## config.mk

```make
export PLATFORM = sky130hd
export DESIGN_NAME = fpu_unit
export DESIGN_NICKNAME = d
export VERILOG_FILES = /design/src/hw/fpu_types_pkg.sv /design/src/hw/fpu_csr_pkg.sv /design/src/hw/operand_forward.sv /design/src/hw/fpu_decode.sv /design/src/hw/fcmp_logic.sv /design/src/hw/fpu_writeback.sv /design/src/hw/fpu_csr.sv /design/src/hw/fpu_unit.sv
export SDC_FILE = /design/constraint.sdc
export NUM_CORES = 1
export LEC_CHECK = 0
export ABC_AREA = 1
export BUFFER_PORTS_ARGS = -buffer_cell sky130_fd_sc_hd__buf_2
export CORE_UTILIZATION = 35
export CTS_BUF_LIST = sky130_fd_sc_hd__clkbuf_8 sky130_fd_sc_hd__clkbuf_16
export CTS_CLUSTER_SIZE = 16
export DETAILED_ROUTE_END_ITERATION = 7
export GPL_TIMING_DRIVEN = 0
export PLACE_DENSITY = 0.57
export SYNTH_ARGS = -nofsm -noshare
export SYNTH_HDL_FRONTEND = slang
export SYNTH_SLANG_ARGS = --single-unit
```

## constraint.sdc

```tcl
create_clock -name clk -period 7.5 [get_ports clk]
set_input_delay 0.375 -clock clk [delete_from_list [all_inputs] [get_ports clk]]
set_output_delay 0.375 -clock clk [all_outputs]
set_load 0.02 [all_outputs]
```

## src/hw/fpu_types_pkg.sv

```systemverilog
// data types for the fp compare/logic slot
// words with parity, opcodes, forwarding selects and compare flags
package fpu_types_pkg;

  typedef logic [31:0] word_t;
  // word plus even parity in the msb
  typedef logic [32:0] pword_t;
  localparam int PAR_BIT = 32;

  typedef enum logic [2:0] {
    FOP_CMPEQ = 3'd0,
    FOP_CMPLT = 3'd1,
    FOP_CMPLE = 3'd2,
    FOP_CMPUN = 3'd3,
    FOP_AND   = 3'd4,
    FOP_OR    = 3'd5,
    FOP_XOR   = 3'd6,
    FOP_ANDN  = 3'd7
  } fop_t;

  // value below the bus count picks a result bus, anything else the issue operand
  typedef logic [2:0] fwd_sel_t;

  typedef logic [3:0] cmp_flags_t;
  localparam int FLAG_UN = 3;
  localparam int FLAG_GT = 2;
  localparam int FLAG_LT = 1;
  localparam int FLAG_EQ = 0;

  typedef logic [1:0] cmp_sel_t;
  localparam cmp_sel_t CMP_EQ = 2'd0;
  localparam cmp_sel_t CMP_LT = 2'd1;
  localparam cmp_sel_t CMP_LE = 2'd2;
  localparam cmp_sel_t CMP_UN = 2'd3;

  typedef logic [1:0] logic_sel_t;
  localparam logic_sel_t LOG_AND  = 2'd0;
  localparam logic_sel_t LOG_OR   = 2'd1;
  localparam logic_sel_t LOG_XOR  = 2'd2;
  localparam logic_sel_t LOG_ANDN = 2'd3;

  // single precision field positions
  localparam int SIGN_BIT  = 31;
  localparam int EXP_HI    = 30;
  localparam int EXP_LO    = 23;
  localparam int QUIET_BIT = 22;

endpackage

```

## src/hw/fpu_csr_pkg.sv

```systemverilog
// fp control/status register layout
// exception bits, CSR field positions and retirement codes
package fpu_csr_pkg;

  // invalid in bit 1, denormal operand in bit 0
  typedef logic [1:0] exc_t;
  localparam int EXC_INV = 1;
  localparam int EXC_DEN = 0;

  typedef logic [3:0] ret_t;
  localparam ret_t RET_NONE   = 4'd0;
  localparam ret_t RET_TRAP   = 4'd1;
  localparam ret_t RET_PARITY = 4'd2;

  // enable in [1:0], sticky status in [5:4], rest reads zero
  typedef logic [7:0] csr_t;
  localparam int CSR_EN_LO = 0;
  localparam int CSR_EN_HI = 1;
  localparam int CSR_ST_LO = 4;
  localparam int CSR_ST_HI = 5;

endpackage

```

## src/hw/operand_forward.sv

```systemverilog
// operand forwarding stage
// picks each operand from the issue port or a result bus, checks parity
`timescale 1ns/1ps

module operand_forward
  import fpu_types_pkg::*;
#(
  parameter int NUM_BUSES = 4
) (
  input  logic     clk,
  input  logic     rst,
  input  logic     issue_valid,
  input  pword_t   a,
  input  pword_t   b,
  input  fwd_sel_t fwd_a,
  input  fwd_sel_t fwd_b,
  input  pword_t   bus_data [NUM_BUSES],
  output logic     s1_valid,
  output word_t    s1_a,
  output word_t    s1_b,
  output logic     s1_par_err
);

  pword_t op_a;
  pword_t op_b;

  // out of range select falls back to the issue operand
  function automatic pword_t pick(input fwd_sel_t sel, input pword_t issue);
    pword_t v;
    v = issue;
    for (int i = 0; i < NUM_BUSES; i++) begin
      if (int'(sel) == i) begin
        v = bus_data[i];
      end
    end
    return v;
  endfunction

  always_comb begin
    op_a = pick(fwd_a, a);
    op_b = pick(fwd_b, b);
  end

  always_ff @(posedge clk) begin
    if (rst) begin
      s1_valid <= 1'b0;
    end else begin
      s1_valid <= issue_valid;
    end
  end

  always_ff @(posedge clk) begin
    if (issue_valid) begin
      s1_a       <= op_a[PAR_BIT-1:0];
      s1_b       <= op_b[PAR_BIT-1:0];
      // even parity, so odd xor means a flipped bit
      s1_par_err <= (^op_a) | (^op_b);
    end
  end

endmodule

```

## src/hw/fpu_decode.sv

```systemverilog
// opcode decoder
// registers compare/logic controls alongside the stage 1 operands
`timescale 1ns/1ps

module fpu_decode
  import fpu_types_pkg::*;
(
  input  logic       clk,
  input  logic       rst,
  input  logic       issue_valid,
  input  fop_t       op,
  output logic       s1_is_logic,
  output cmp_sel_t   s1_cmp_sel,
  output logic       s1_signal_nan,
  output logic_sel_t s1_logic_sel
);

  logic       is_logic_d;
  cmp_sel_t   cmp_sel_d;
  logic       signal_nan_d;
  logic_sel_t logic_sel_d;

  always_comb begin
    is_logic_d   = 1'b0;
    cmp_sel_d    = CMP_EQ;
    signal_nan_d = 1'b0;
    logic_sel_d  = LOG_AND;
    case (op)
      FOP_CMPEQ: cmp_sel_d = CMP_EQ;
      FOP_CMPLT: begin
        cmp_sel_d    = CMP_LT;
        signal_nan_d = 1'b1;
      end
      FOP_CMPLE: begin
        cmp_sel_d    = CMP_LE;
        signal_nan_d = 1'b1;
      end
      FOP_CMPUN: cmp_sel_d = CMP_UN;
      FOP_AND: begin
        is_logic_d  = 1'b1;
        logic_sel_d = LOG_AND;
      end
      FOP_OR: begin
        is_logic_d  = 1'b1;
        logic_sel_d = LOG_OR;
      end
      FOP_XOR: begin
        is_logic_d  = 1'b1;
        logic_sel_d = LOG_XOR;
      end
      FOP_ANDN: begin
        is_logic_d  = 1'b1;
        logic_sel_d = LOG_ANDN;
      end
      default: is_logic_d = 1'b0;
    endcase
  end

  always_ff @(posedge clk) begin
    if (rst) begin
      s1_is_logic   <= 1'b0;
      s1_cmp_sel    <= CMP_EQ;
      s1_signal_nan <= 1'b0;
      s1_logic_sel  <= LOG_AND;
    end else if (issue_valid) begin
      s1_is_logic   <= is_logic_d;
      s1_cmp_sel    <= cmp_sel_d;
      s1_signal_nan <= signal_nan_d;
      s1_logic_sel  <= logic_sel_d;
    end
  end

endmodule

```

## src/hw/fcmp_logic.sv

```systemverilog
// single precision compare and bitwise logic
// produces result mask, compare flags and raised exceptions
`timescale 1ns/1ps

module fcmp_logic
  import fpu_types_pkg::*;
  import fpu_csr_pkg::*;
(
  input  word_t      s1_a,
  input  word_t      s1_b,
  input  logic       s1_is_logic,
  input  cmp_sel_t   s1_cmp_sel,
  input  logic       s1_signal_nan,
  input  logic_sel_t s1_logic_sel,
  output word_t      res,
  output cmp_flags_t flags,
  output exc_t       raise
);

  logic       a_nan, b_nan;
  logic       a_snan, b_snan;
  logic       both_zero;
  logic       unordered;
  logic       eq, lt;
  logic       pred;
  cmp_flags_t ord_flags;
  word_t      logic_res;

  function automatic logic is_nan(input word_t w);
    return (&w[EXP_HI:EXP_LO]) && (|w[QUIET_BIT:0]);
  endfunction

  function automatic logic is_denorm(input word_t w);
    return (~|w[EXP_HI:EXP_LO]) && (|w[QUIET_BIT:0]);
  endfunction

  assign a_nan     = is_nan(s1_a);
  assign b_nan     = is_nan(s1_b);
  // quiet bit clear marks a signaling nan
  assign a_snan    = a_nan && !s1_a[QUIET_BIT];
  assign b_snan    = b_nan && !s1_b[QUIET_BIT];
  assign both_zero = ~|{s1_a[EXP_HI:0], s1_b[EXP_HI:0]};
  assign unordered = a_nan || b_nan;

  // sign-magnitude ordering, +0 and -0 equal
  always_comb begin
    eq = (s1_a == s1_b) || both_zero;
    if (s1_a[SIGN_BIT] != s1_b[SIGN_BIT]) begin
      lt = s1_a[SIGN_BIT] && !both_zero;
    end else if (s1_a[SIGN_BIT]) begin
      lt = s1_a[EXP_HI:0] > s1_b[EXP_HI:0];
    end else begin
      lt = s1_a[EXP_HI:0] < s1_b[EXP_HI:0];
    end
  end

  always_comb begin
    ord_flags = '0;
    if (unordered) begin
      ord_flags[FLAG_UN] = 1'b1;
    end else begin
      ord_flags[FLAG_GT] = !eq && !lt;
      ord_flags[FLAG_LT] = lt;
      ord_flags[FLAG_EQ] = eq;
    end
  end

  always_comb begin
    case (s1_cmp_sel)
      CMP_EQ:  pred = ord_flags[FLAG_EQ];
      CMP_LT:  pred = ord_flags[FLAG_LT];
      CMP_LE:  pred = ord_flags[FLAG_LT] || ord_flags[FLAG_EQ];
      default: pred = ord_flags[FLAG_UN];
    endcase
  end

  always_comb begin
    case (s1_logic_sel)
      LOG_AND:  logic_res = s1_a & s1_b;
      LOG_OR:   logic_res = s1_a | s1_b;
      LOG_XOR:  logic_res = s1_a ^ s1_b;
      default:  logic_res = s1_a & ~s1_b;
    endcase
  end

  always_comb begin
    raise = '0;
    if (s1_is_logic) begin
      res   = logic_res;
      flags = '0;
    end else begin
      res   = {32{pred}};
      flags = ord_flags;
      raise[EXC_INV] = a_snan || b_snan || (s1_signal_nan && unordered);
      raise[EXC_DEN] = is_denorm(s1_a) || is_denorm(s1_b);
    end
  end

endmodule

```

## src/hw/fpu_writeback.sv

```systemverilog
// writeback stage
// adds result parity, masks exceptions and forms the retirement code
`timescale 1ns/1ps

module fpu_writeback
  import fpu_types_pkg::*;
  import fpu_csr_pkg::*;
(
  input  logic       clk,
  input  logic       rst,
  input  logic       s1_valid,
  input  logic       s1_par_err,
  input  word_t      res,
  input  cmp_flags_t flags,
  input  exc_t       raise,
  input  exc_t       exc_en,
  output logic       result_valid,
  output pword_t     result,
  output cmp_flags_t cmp_flags,
  output logic       ret_en,
  output ret_t       ret_code,
  output logic       raise_valid,
  output exc_t       raise_out
);

  logic trap;
  ret_t code_d;

  assign trap = |(raise & exc_en);

  // parity error takes priority over a trap
  always_comb begin
    if (s1_par_err) begin
      code_d = RET_PARITY;
    end else if (trap) begin
      code_d = RET_TRAP;
    end else begin
      code_d = RET_NONE;
    end
  end

  always_ff @(posedge clk) begin
    if (rst) begin
      result_valid <= 1'b0;
      ret_en       <= 1'b0;
      raise_valid  <= 1'b0;
    end else begin
      result_valid <= s1_valid;
      ret_en       <= s1_valid && (s1_par_err || trap);
      // corrupted operands must not touch sticky status
      raise_valid  <= s1_valid && !s1_par_err;
    end
  end

  always_ff @(posedge clk) begin
    if (s1_valid) begin
      result[PAR_BIT]     <= ^res;
      result[PAR_BIT-1:0] <= res;
      cmp_flags           <= flags;
      ret_code            <= code_d;
      raise_out           <= raise;
    end
  end

endmodule

```

## src/hw/fpu_csr.sv

```systemverilog
// fp control/status register
// exception enables and sticky status, written by a one-cycle strobe
`timescale 1ns/1ps

module fpu_csr
  import fpu_csr_pkg::*;
(
  input  logic clk,
  input  logic rst,
  input  logic csr_we,
  input  csr_t csr_wdata,
  input  logic raise_valid,
  input  exc_t raise,
  output exc_t exc_en,
  output csr_t csr_rdata
);

  exc_t en_q;
  exc_t sticky_q;

  // write loads enables and clears sticky, beating a same-cycle raise
  always_ff @(posedge clk) begin
    if (rst) begin
      en_q     <= '0;
      sticky_q <= '0;
    end else if (csr_we) begin
      en_q     <= csr_wdata[CSR_EN_HI:CSR_EN_LO];
      sticky_q <= '0;
    end else if (raise_valid) begin
      sticky_q <= sticky_q | raise;
    end
  end

  assign exc_en = en_q;

  always_comb begin
    csr_rdata = '0;
    csr_rdata[CSR_EN_HI:CSR_EN_LO] = en_q;
    csr_rdata[CSR_ST_HI:CSR_ST_LO] = sticky_q;
  end

endmodule

```

## src/hw/fpu_unit.sv

```systemverilog
// fp compare/logic execution slot
// two-stage pipeline: forward and decode, then compare/logic and writeback
`timescale 1ns/1ps

module fpu_unit
  import fpu_types_pkg::*;
  import fpu_csr_pkg::*;
#(
  parameter int NUM_BUSES = 4
) (
  input  logic       clk,
  input  logic       rst,
  input  logic       issue_valid,
  input  fop_t       op,
  input  pword_t     a,
  input  pword_t     b,
  input  fwd_sel_t   fwd_a,
  input  fwd_sel_t   fwd_b,
  input  pword_t     bus_data [NUM_BUSES],
  input  logic       csr_we,
  input  csr_t       csr_wdata,
  output csr_t       csr_rdata,
  output logic       result_valid,
  output pword_t     result,
  output cmp_flags_t cmp_flags,
  output logic       ret_en,
  output ret_t       ret_code
);

  logic       s1_valid;
  word_t      s1_a;
  word_t      s1_b;
  logic       s1_par_err;
  logic       s1_is_logic;
  cmp_sel_t   s1_cmp_sel;
  logic       s1_signal_nan;
  logic_sel_t s1_logic_sel;
  word_t      res;
  cmp_flags_t flags;
  exc_t       raise;
  logic       raise_valid;
  exc_t       raise_wb;
  exc_t       exc_en;

  operand_forward #(
    .NUM_BUSES(NUM_BUSES)
  ) i_forward (
    .clk        (clk),
    .rst        (rst),
    .issue_valid(issue_valid),
    .a          (a),
    .b          (b),
    .fwd_a      (fwd_a),
    .fwd_b      (fwd_b),
    .bus_data   (bus_data),
    .s1_valid   (s1_valid),
    .s1_a       (s1_a),
    .s1_b       (s1_b),
    .s1_par_err (s1_par_err)
  );

  fpu_decode i_decode (
    .clk          (clk),
    .rst          (rst),
    .issue_valid  (issue_valid),
    .op           (op),
    .s1_is_logic  (s1_is_logic),
    .s1_cmp_sel   (s1_cmp_sel),
    .s1_signal_nan(s1_signal_nan),
    .s1_logic_sel (s1_logic_sel)
  );

  fcmp_logic i_cmp (
    .s1_a         (s1_a),
    .s1_b         (s1_b),
    .s1_is_logic  (s1_is_logic),
    .s1_cmp_sel   (s1_cmp_sel),
    .s1_signal_nan(s1_signal_nan),
    .s1_logic_sel (s1_logic_sel),
    .res          (res),
    .flags        (flags),
    .raise        (raise)
  );

  fpu_writeback i_writeback (
    .clk         (clk),
    .rst         (rst),
    .s1_valid    (s1_valid),
    .s1_par_err  (s1_par_err),
    .res         (res),
    .flags       (flags),
    .raise       (raise),
    .exc_en      (exc_en),
    .result_valid(result_valid),
    .result      (result),
    .cmp_flags   (cmp_flags),
    .ret_en      (ret_en),
    .ret_code    (ret_code),
    .raise_valid (raise_valid),
    .raise_out   (raise_wb)
  );

  fpu_csr i_csr (
    .clk        (clk),
    .rst        (rst),
    .csr_we     (csr_we),
    .csr_wdata  (csr_wdata),
    .raise_valid(raise_valid),
    .raise      (raise_wb),
    .exc_en     (exc_en),
    .csr_rdata  (csr_rdata)
  );

endmodule

```

* Word level (Yosys, flattened, before mapping)
Cells that the tools add are included.
** Word-level totals
- Register bits :: 122
- Bits of input ports :: 219
- Output and inout bits :: 51
- Word-level logic and storage cells :: 113
** Cells by class
- Magnitude comparators :: 2
- Eq/ne operators :: 19
- Muxes and demuxes :: 21
- Bitwise operators :: 8
- Reduce and logical (&&, ||, !) cells :: 45
** Operator list (number)
- 33-bit two-way mux :: 8
- 32-bit case mux with 3 select lines :: 1
- 33-bit parity :: 2
- 32-bit bitwise AND :: 2
- 62-bit OR reduction :: 1
- 23-bit OR reduction :: 2
- 32-bit == test :: 1
- 32-bit two-way mux :: 1
- 32-bit inverter :: 1
- 32-bit OR :: 1
- 32-bit parity :: 1
- 32-bit XOR :: 1
- 31-bit greater-than comparator :: 1
- 31-bit less-than comparator :: 1
- 3-bit == test (second input constant) :: 8
- 8-bit AND reduction :: 2
- 8-bit OR reduction :: 2
- 3-bit by 2-bit == test with 1-bit output (second input constant) :: 4
- 2-bit case mux with 3 select lines :: 2
- 1-bit logical AND :: 11
- 1-bit zero test :: 8
- 2-bit OR reduction :: 4
- 1-bit logical OR :: 7
- 3-bit zero test :: 2
- 12 further kinds :: 21

* Depth between registers and ports, before layout
Gate-level depths: netlist of the first run.
- Depth after elaboration :: 10
- Gate-level depth with buffers :: 29

* Cells and area by module
A second synthesis of the first run with hierarchy kept.
** Second synthesis, totals
- Cell total of the unflattened synthesis :: 2142
- Area, all modules :: 13270.2 um^2
** Modules (own cells, without submodules)
- operand_forward :: instances 1, cells an instance 1240, area an instance 7075.5 um^2
- fcmp_logic :: instances 1, cells an instance 570, area an instance 3575.9 um^2
- fpu_writeback :: instances 1, cells an instance 270, area an instance 2173.3 um^2
- fpu_decode :: instances 1, cells an instance 29, area an instance 234.0 um^2
- fpu_csr :: instances 1, cells an instance 33, area an instance 211.5 um^2

* Worst setup path after synthesis of the first run
No wires, ideal clock.
- Path kind :: register -> register
- Start :: register i_forward.s1_b[22]
- End :: register i_writeback.result[32], data pin
- Setup time :: 0.252 ns
- Arrival time :: 2.517 ns
- Path slack :: 4.731 ns
- Cell stages (with the launch flop) :: 26
- Period minus slack after synthesis :: 2.769 ns
- Cells stage by stage :: edfxtp_1 > inv_1 > ha_1 > inv_1 > nand2_1 > nor3_1 > nand4_1 > nor2_1 > nand2_1 > nand3_1 > nand3_1 > nand3_1 > nand2_1 > nand2_1 > nand2_1 > nand2_2 > buf_4 > nand3_1 > nand2_1 > nand2_1 > nand3_1 > nand2_1 > nand2_1 > nand2_1 > nand2_1 > nand2_1
** Between the ends
- Word-level cells in the longest chain between the ends :: 8
- Elaborated cells on any way between the ends :: 24
- Those cells by class :: order compare (2); eq/ne (1); mux (7); bitwise (5); reduce/logical (9)
** RTL lines
- from (decl) :: line operand_forward.sv:20 : output word_t s1_b,
- from (signal assigned) :: line operand_forward.sv:55 : s1_b <= op_b[PAR_BIT-1:0];
- 31-bit less-than comparator, or another cell as far along :: line fcmp_logic.sv:53 : lt = s1_a[EXP_HI:0] < s1_b[EXP_HI:0];
- 1-bit two-way mux, or another cell as far along :: line fcmp_logic.sv:50 : end else if (s1_a[SIGN_BIT]) begin
- 1-bit two-way mux, or another cell as far along :: line fcmp_logic.sv:48 : if (s1_a[SIGN_BIT] != s1_b[SIGN_BIT]) begin
- 2-bit two-way mux :: line fcmp_logic.sv:59 : if (unordered) begin
- 1-bit logical OR :: line fcmp_logic.sv:72 : CMP_LE: pred = ord_flags[FLAG_LT] || ord_flags[FLAG_EQ];
- 1-bit case mux with 3 select lines :: line fcmp_logic.sv:69 : case (s1_cmp_sel)
- 32-bit two-way mux * :: line fcmp_logic.sv:88 : if (s1_is_logic) begin
- 32-bit parity * :: line fpu_writeback.sv:57 : result[PAR_BIT] <= ^res;
- to (signal, indexed assignment) :: line fpu_writeback.sv:57
- to (signal, indexed assignment) :: line fpu_writeback.sv:58 : result[PAR_BIT-1:0] <= res;
- to (decl) :: line fpu_writeback.sv:18 : output pword_t result,
Every way passes the cells marked *; elsewhere a longest branch is shown, timed or not.
A chain may end at the register's enable or synchronous reset.

* Final worst setup path of the first run
- Start :: register i_decode.s1_logic_sel[1]
- End :: register i_writeback.result[32], data pin
** Between the ends
- Word-level cells in the longest chain between the ends :: 4
- Elaborated cells on any way between the ends :: 6
- Those cells by class :: eq/ne (2); mux (2); reduce/logical (2)
** RTL lines
- from (decl) :: line fpu_decode.sv:15 : output logic_sel_t s1_logic_sel
- from (signal assigned) :: line fpu_decode.sv:69 : s1_logic_sel <= logic_sel_d;
- 2-bit == test, or another cell as far along :: line fcmp_logic.sv:78 : case (s1_logic_sel)
- 32-bit case mux with 3 select lines * :: line fcmp_logic.sv:78
- 32-bit two-way mux * :: line fcmp_logic.sv:88
- 32-bit parity * :: line fpu_writeback.sv:57
Marks and branches as above.

==> results of run 1 <==
==> critical path, stage by stage (launching register included) <==
cell      delay [ns]
dfxtp_1         0.41
inv_1           0.09
ha_1            0.18
inv_1           0.20
clkbuf_1        0.48
buf_1           0.55
o22ai_1         0.14
nand2_1         0.08
o21ai_0         0.17
nor2_1          0.18
nand3_1         0.14
nand2_1         0.12
nand2_1         0.06
nand2_1         0.08
nand2_1         0.05
nand2_1         0.06
nand2_1         0.04
nand2_1         0.09
inv_1           0.05
nand2_1         0.05
nand2_1         0.04
==> stage by stage <==
step / util / instances / power, mW
floorplan: - / 1417 / 1.49
global placement: 0.419 / 2063 / 1.81
detailed placement: 0.420 / 2063 / 1.81
CTS: 0.440 / 2095 / 2.64
global route: 0.440 / 2096 / 2.78
finish: 0.440 / 2097 / 2.62
==> per-layer routing <==
metal / global-route usage / vias to the layer above / wire [µm]
met5: 0 / - / 0
met4: 0.0840 / 0 / 1030
met3: 0.0407 / 45 / 2910
met2: 0.451 / 490 / 19800
met1: 0.352 / 4918 / 18200
li1: - / 5378 / -
==> flip-flops by register name, indices dropped and copies added (netlist names) <==
register and cells:
i_writeback.result 33, i_forward.s1_a 32, i_forward.s1_b 32, i_writeback.cmp_flags 4, i_csr.exc_en 2, i_csr.sticky_q 2, i_decode.s1_cmp_sel 2, i_decode.s1_logic_sel 2
i_writeback.raise_out 2, i_writeback.ret_code 2, i_decode.s1_is_logic 1, i_decode.s1_signal_nan 1, i_forward.s1_par_err 1, i_forward.s1_valid 1, i_writeback.raise_valid 1, i_writeback.result_valid 1
i_writeback.ret_en 1
==> layout make-up <==
cell class / instances / area, µm²
buffer: 68 / 452
clock buffer: 17 / 425
timing repair buffer: 256 / 1280
tap: 390 / 488
multi-input combinational: 1011 / 6090
clock inverter: 15 / 176
antenna: 2 / 5.00
sequential: 120 / 3460
fill: 3119 / 16800
inverter: 218 / 823
==> kinds of logic (layout without fill, tap and decap cells) <==
family / Yosys count / after routing / share of synthesized area
flip-flops: 120 / 120 / 0.320
AO/OA/AOI/OAI: 298 / 298 / 0.192
AND/OR/NAND/NOR: 561 / 561 / 0.228
multiplexers: 1 / 1 / 0.000926
other: 1 / 8 / 0.000347
buffers and inverters: 286 / 574 / 0.118
adder cells (fa/ha/maj): 66 / 66 / 0.0764
XOR/XNOR: 79 / 79 / 0.0647
==> power groups by stage <==
| stage | combinational, mW | clock, mW | sequential, mW |
|---|---|---|---|
| 2_1_floorplan | 0.604 | 0 | 0.886 |
| 3_3_place_gp | 0.923 | 0 | 0.884 |
| 3_5_place_dp | 0.930 | 0 | 0.885 |
| 4_1_cts | 0.934 | 0.832 | 0.870 |
| 5_1_grt | 1.04 | 0.858 | 0.878 |
| 6_report | 0.931 | 0.814 | 0.870 |
==> worst paths after layout <==
check | cells past startpoint | slack [ns] | to | start
max | 20 | 3.99 | i_writeback.result[32]$_DFFE_PP_ | i_decode.s1_logic_sel[1]$_SDFFE_PP0P_
min | 3 | 0.17 | i_csr.exc_en[1]$_SDFFE_PP0P_ | csr_wdata[1]
max reg2reg | 20 | 3.99 | i_writeback.result[32]$_DFFE_PP_ | i_decode.s1_logic_sel[1]$_SDFFE_PP0P_
min reg2reg | 2 | 0.52 | i_decode.s1_cmp_sel[0]$_SDFFE_PP0P_ | i_decode.s1_cmp_sel[0]$_SDFFE_PP0P_
==> placed cells by master, fill, tap and decap left out, types with 3 or more instances in the layout <==
cell	instances
o211ai_2	3
clkbuf_1	14
inv_1	203
o221ai_1	18
xor2_1	55
a21oi_1	110
inv_2	12
inv_6	3
o21ai_1	7
nor3_1	6
nor4_1	11
nand2_2	8
inv_8	6
o31ai_1	12
o211ai_1	22
edfxtp_1	106
nand4_1	25
nand2_1	327
clkinv_8	4
o221ai_2	29
buf_1	6
buf_2	271
conb_1	6
o22ai_1	36
o21ai_0	48
nand3b_1	7
nor2_1	55
buf_6	15
dfxtp_1	13
ha_1	66
clkbuf_16	17
or2_2	4
nand3_1	108
xnor2_1	23
buf_4	18
==> flow_summary.ini, run 1 <==
[status]
status = finished, final reports clean

[sta]
fmax_ghz = 0.285
hold_viol = 0
fin_crit_sh = 0.468
relSlewSlack = 0.372
setup_tns_ns = 0
hold_slack_ns = 0.167
grt_setup_unrepaired = false
drv_slew = 0
finalSetupViolCount = 0
layout_min_cycle_time_ns = 3.51
finClkSkew_ns = 0.0171
setup_ws_ns = 3.99
tightest_slew_ns = 0.942

[synthesis]
synth-seq-cells = 120
yosysWarningCount = 0
synth_edf_count = 106
async_reset_ff_frac = 0
synth_area_leaders = edfxtp_1, nand2_1, ha_1, inv_1, a21oi_1
synth_area_per_cell_um2 = 7.66
yosysUniqueCellTypes = 52
yosysSeqAreaShare = 0.320
yosys.area.top_type_share = 0.294
ys.flop_type = edfxtp_1
synthCells = 1412
synth_top_cell_by_area = edfxtp_1
syn-cell-area_mm2 = 0.0108
synth_common_cells = nand2_1, inv_1, a21oi_1
synth.most_common_cell = nand2_1

[grt]
gr-total-overflow = 0
antenna_found_initial = 1
grt_max_degree = 72
grt_pass1_vias = 10600
groute.usage.overall = 0.269
grt_pass1_wl_mm = 62.9

[critical_path]
cp.required_ns = 7.68
critPathArrivalTime_ns = 3.69
critPathMaxFanout = 10
setup.worst_path.start_class = register
critical_path_class = register to register
critPathCaptureType = register

[drt]
routed_wl_mm = 41.9
wire_per_inst_um = 20.0
ant_nets = 0
drt_iter0_markers = 879
drt-vias-per-instance = 5.16
vias = 10800
first_pass_iters = 5
drc = 0

[cts]
cts-root-buf = clkbuf_16
cts_resized = 0
numCtsBuffers = 17
insertion_delay_ns = 0.43
clockBufferDepth = 2
cts_tree = done
clk_pin_slew_ns = 0.07
cts_hold_buf = 0
cts.sinks = 120
h-tree-depth = 4
cts_setup_buffers = 0

[place]
io_buffers = 256
post-place-ws_ns = 4.06
place_hpwl_mm = 35.1
place_area_mm2 = 0.0126
gp_congestion = 0.936

[die]
start_util = 0.360
ioPinCount = 270
die-area_mm2 = 0.0316
coreArea_mm2 = 0.0300
die_h_um = 178
fp.dieW_um = 178
num_rows = 63

[power_and_ir_drop]
combPwrFrac = 0.356
clkPwrFrac = 0.311
ir_worst_vdd_mv = 0.137
swShare = 0.386
seq_power_share = 0.333
power_density_mw_per_mm2 = 198
leakage_nw = 6.31
net-switching-power_mw = 1.01
p_int_mw = 1.60

[cells_and_area]
stdcell_area_mm2 = 0.0132
drive_above_1_share = 0.241
nNetsFinal = 1977
syn_to_final_growth_pct = 22.2

[run]
max_cap_violations = 0

[worst_hold_path]
hp-class = input pin to register
No activity file was read; power rests on OpenSTA's default activity.
==> run 2, diff against run 1 <==
- clock period: 7.5 -> 3.3 ns (I/O delays scaled with it)
==> flow_summary.ini, run 2 (synthesis gave the netlist of run 1 again) <==
[grt]
gr-total-overflow = 0
antenna_found_initial = 1
groute.usage.overall = 0.270
grt_pass1_wl_mm = 63.1
grt_pass1_vias = 10700
grt_max_degree = 72

[critical_path]
worst-path-stages = 17
critical-path-max-stage-delay_ns = 0.42
cp_cell_sequence = inv_1 > ha_1 > buf_2 > buf_4 > clkbuf_4 > xor2_1 > o31ai_2 > nand2_1 > o22ai_1 > xor2_1 > inv_1 > nand3_1 > nand2_1 > nand2_1 > nand2_1 > nand2_1 > nand2_1
critical_path_class = register to register
setup.worst_path.start_class = register
critPathMaxFanout = 10
critPathArrivalTime_ns = 3.31
critPathCaptureType = register
crit_top_cell = nand2_1
reg2regPathDepth = 17
path_delay_family = buffers and inverters
cp_slowest_cell = dfxtp_1
worstReg2RegStart = i_decode.s1_logic_sel[0]$_SDFFE_PP0P_
cp.buffers_inverters = 5
crit_end = i_writeback.result[32]$_DFFE_PP_
cp.required_ns = 3.49
r2r_setup_slack_ns = 0.18
r2r-end = i_writeback.result[32]$_DFFE_PP_
cp-startpoint = i_decode.s1_logic_sel[0]$_SDFFE_PP0P_

[place]
place_hpwl_mm = 35.1
io_buffers = 256
gp_congestion = 0.936
dp_cells = 2063
place_area_mm2 = 0.0126

[cts]
cts_tree = done
clk_pin_slew_ns = 0.06
numCtsBuffers = 17
cts.sinks = 120
clockBufferDepth = 2
h-tree-depth = 4
insertion_delay_ns = 0.43
cts-root-buf = clkbuf_16

[power_and_ir_drop]
power_density_mw_per_mm2 = 444
ir_worst_vdd_mv = 0.330
leakage_nw = 6.55

[sta]
fin_crit_sh = 0.946
hold_slack_ns = 0.0236
fmax_ghz = 0.320
tightest_slew_ns = 0.944
finClkSkew_ns = 0.0153
relSlewSlack = 0.371
hold_viol = 0
layout_min_cycle_time_ns = 3.12
drv_slew = 0
finalSetupViolCount = 0

[cells_and_area]
fin_cells = 2141
regMostFlops = i_writeback.result
mostFrequentLayoutCells = nand2_1, buf_2, inv_1
final_util = 0.460
top_regs = i_writeback.result: 33 flops, i_forward.s1_a: 32 flops, i_forward.s1_b: 32 flops
drive_above_1_share = 0.306
stdcell_area_mm2 = 0.0138
register_area_mm2 = 0.00346
largest_reg_flops = 33
final_common_cell = nand2_1
nNetsFinal = 2021
syn_to_final_growth_pct = 27.9
fillers = 3090
multi_input_area_mm2 = 0.00634

[drt]
vias = 11200
wl_met2_mm = 20.3
routed_wl_mm = 42.7
drt_iter0_markers = 883
ant_nets = 0
wire_per_inst_um = 20.0
drc = 0
drt-vias-per-instance = 5.22
highest_layer = met4
wl_met3_mm = 3.01
first_pass_iters = 5
drt-met1-wl_mm = 18.3

[die]
die-area_mm2 = 0.0316
coreArea_mm2 = 0.0300
fp.dieW_um = 178
die_h_um = 178
start_util = 0.360
num_rows = 63
ioPinCount = 270

[worst_hold_path]
hold_depth = 3
hp-class = input pin to register

[run]
max_cap_violations = 0

[status]
status = finished, final reports clean
[run 2: changes by cell type in the layout (fill, tap and decap cells not counted), sizes merged]
cell,previous run,this run
dlygate4sd3,0,4
nand2,337,338
clkbuf,31,34
clkinvlp,0,1
buf,310,346
inv,226,225
[run 2: per-layer routing]
layer  up-vias  global-route usage
li1       5467                   -
met1      5116               0.353
met2       534               0.452
met3        57              0.0416
met4         0              0.0869
met5         -                   0
[run 2: through the flow]
stage          power (mW)  setup WS [ns]  setup TNS [ns]
6_report             6.14          0.177               0
4_1_cts              6.01        0.00147               0
2_1_floorplan        3.38          0.531               0
3_3_place_gp         4.11         -0.140          -0.140
3_5_place_dp         4.12         -0.137          -0.137
5_1_grt              6.51        -0.0634         -0.0634
[run 2: worst min-delay path, cell delays in order]
cell and delay [ns]:
buf_2 0.11, nand3_1 0.07, a21oi_1 0.05
[run 2: final cells by class]
type                            count  area share
Clock inverter                     15      0.0128
Inverter                          218      0.0598
Clock buffer                       17      0.0308
Timing Repair Buffer              299       0.117
Tap cell                          390      0.0353
Multi-Input combinational cell   1012       0.459
Buffer                             68      0.0347
Sequential cell                   120       0.251
Antenna cell                        2    0.000362
[run 2: power breakdown]
group | internal, mW | total (mW) | switching [mW]
clock network | 1.02 | 1.85 | 0.830
registers | 1.85 | 1.98 | 0.123
logic | 0.883 | 2.31 | 1.42
total | 3.76 | 6.14 | 2.38
[run 2: timing repair]
| action | in CTS | in global routing |
|---|---|---|
| hold buffers | 4 | 0 |
| resized for setup | 8 | 96 |
| buffers inserted | 3 | 36 |
| gates cloned | 0 | 1 |
| pin swaps | 0 | 14 |
| endpoints found under the hold margin | 2 | 0 |
| endpoints found under the setup margin | 2 | 21 |
[run 2: worst min path at each step]
stage	from	to	slack, ns
floorplan	issue_valid	i_forward.s1_a[0]$_DFFE_PP_	0.28
global placement	csr_wdata[0]	i_csr.exc_en[0]$_SDFFE_PP0P_	0.39
detailed placement	csr_wdata[0]	i_csr.exc_en[0]$_SDFFE_PP0P_	0.40
CTS	op[0]	i_decode.s1_logic_sel[0]$_SDFFE_PP0P_	0.008
global route	op[1]	i_decode.s1_logic_sel[1]$_SDFFE_PP0P_	0.04
finish	op[1]	i_decode.s1_logic_sel[1]$_SDFFE_PP0P_	0.02
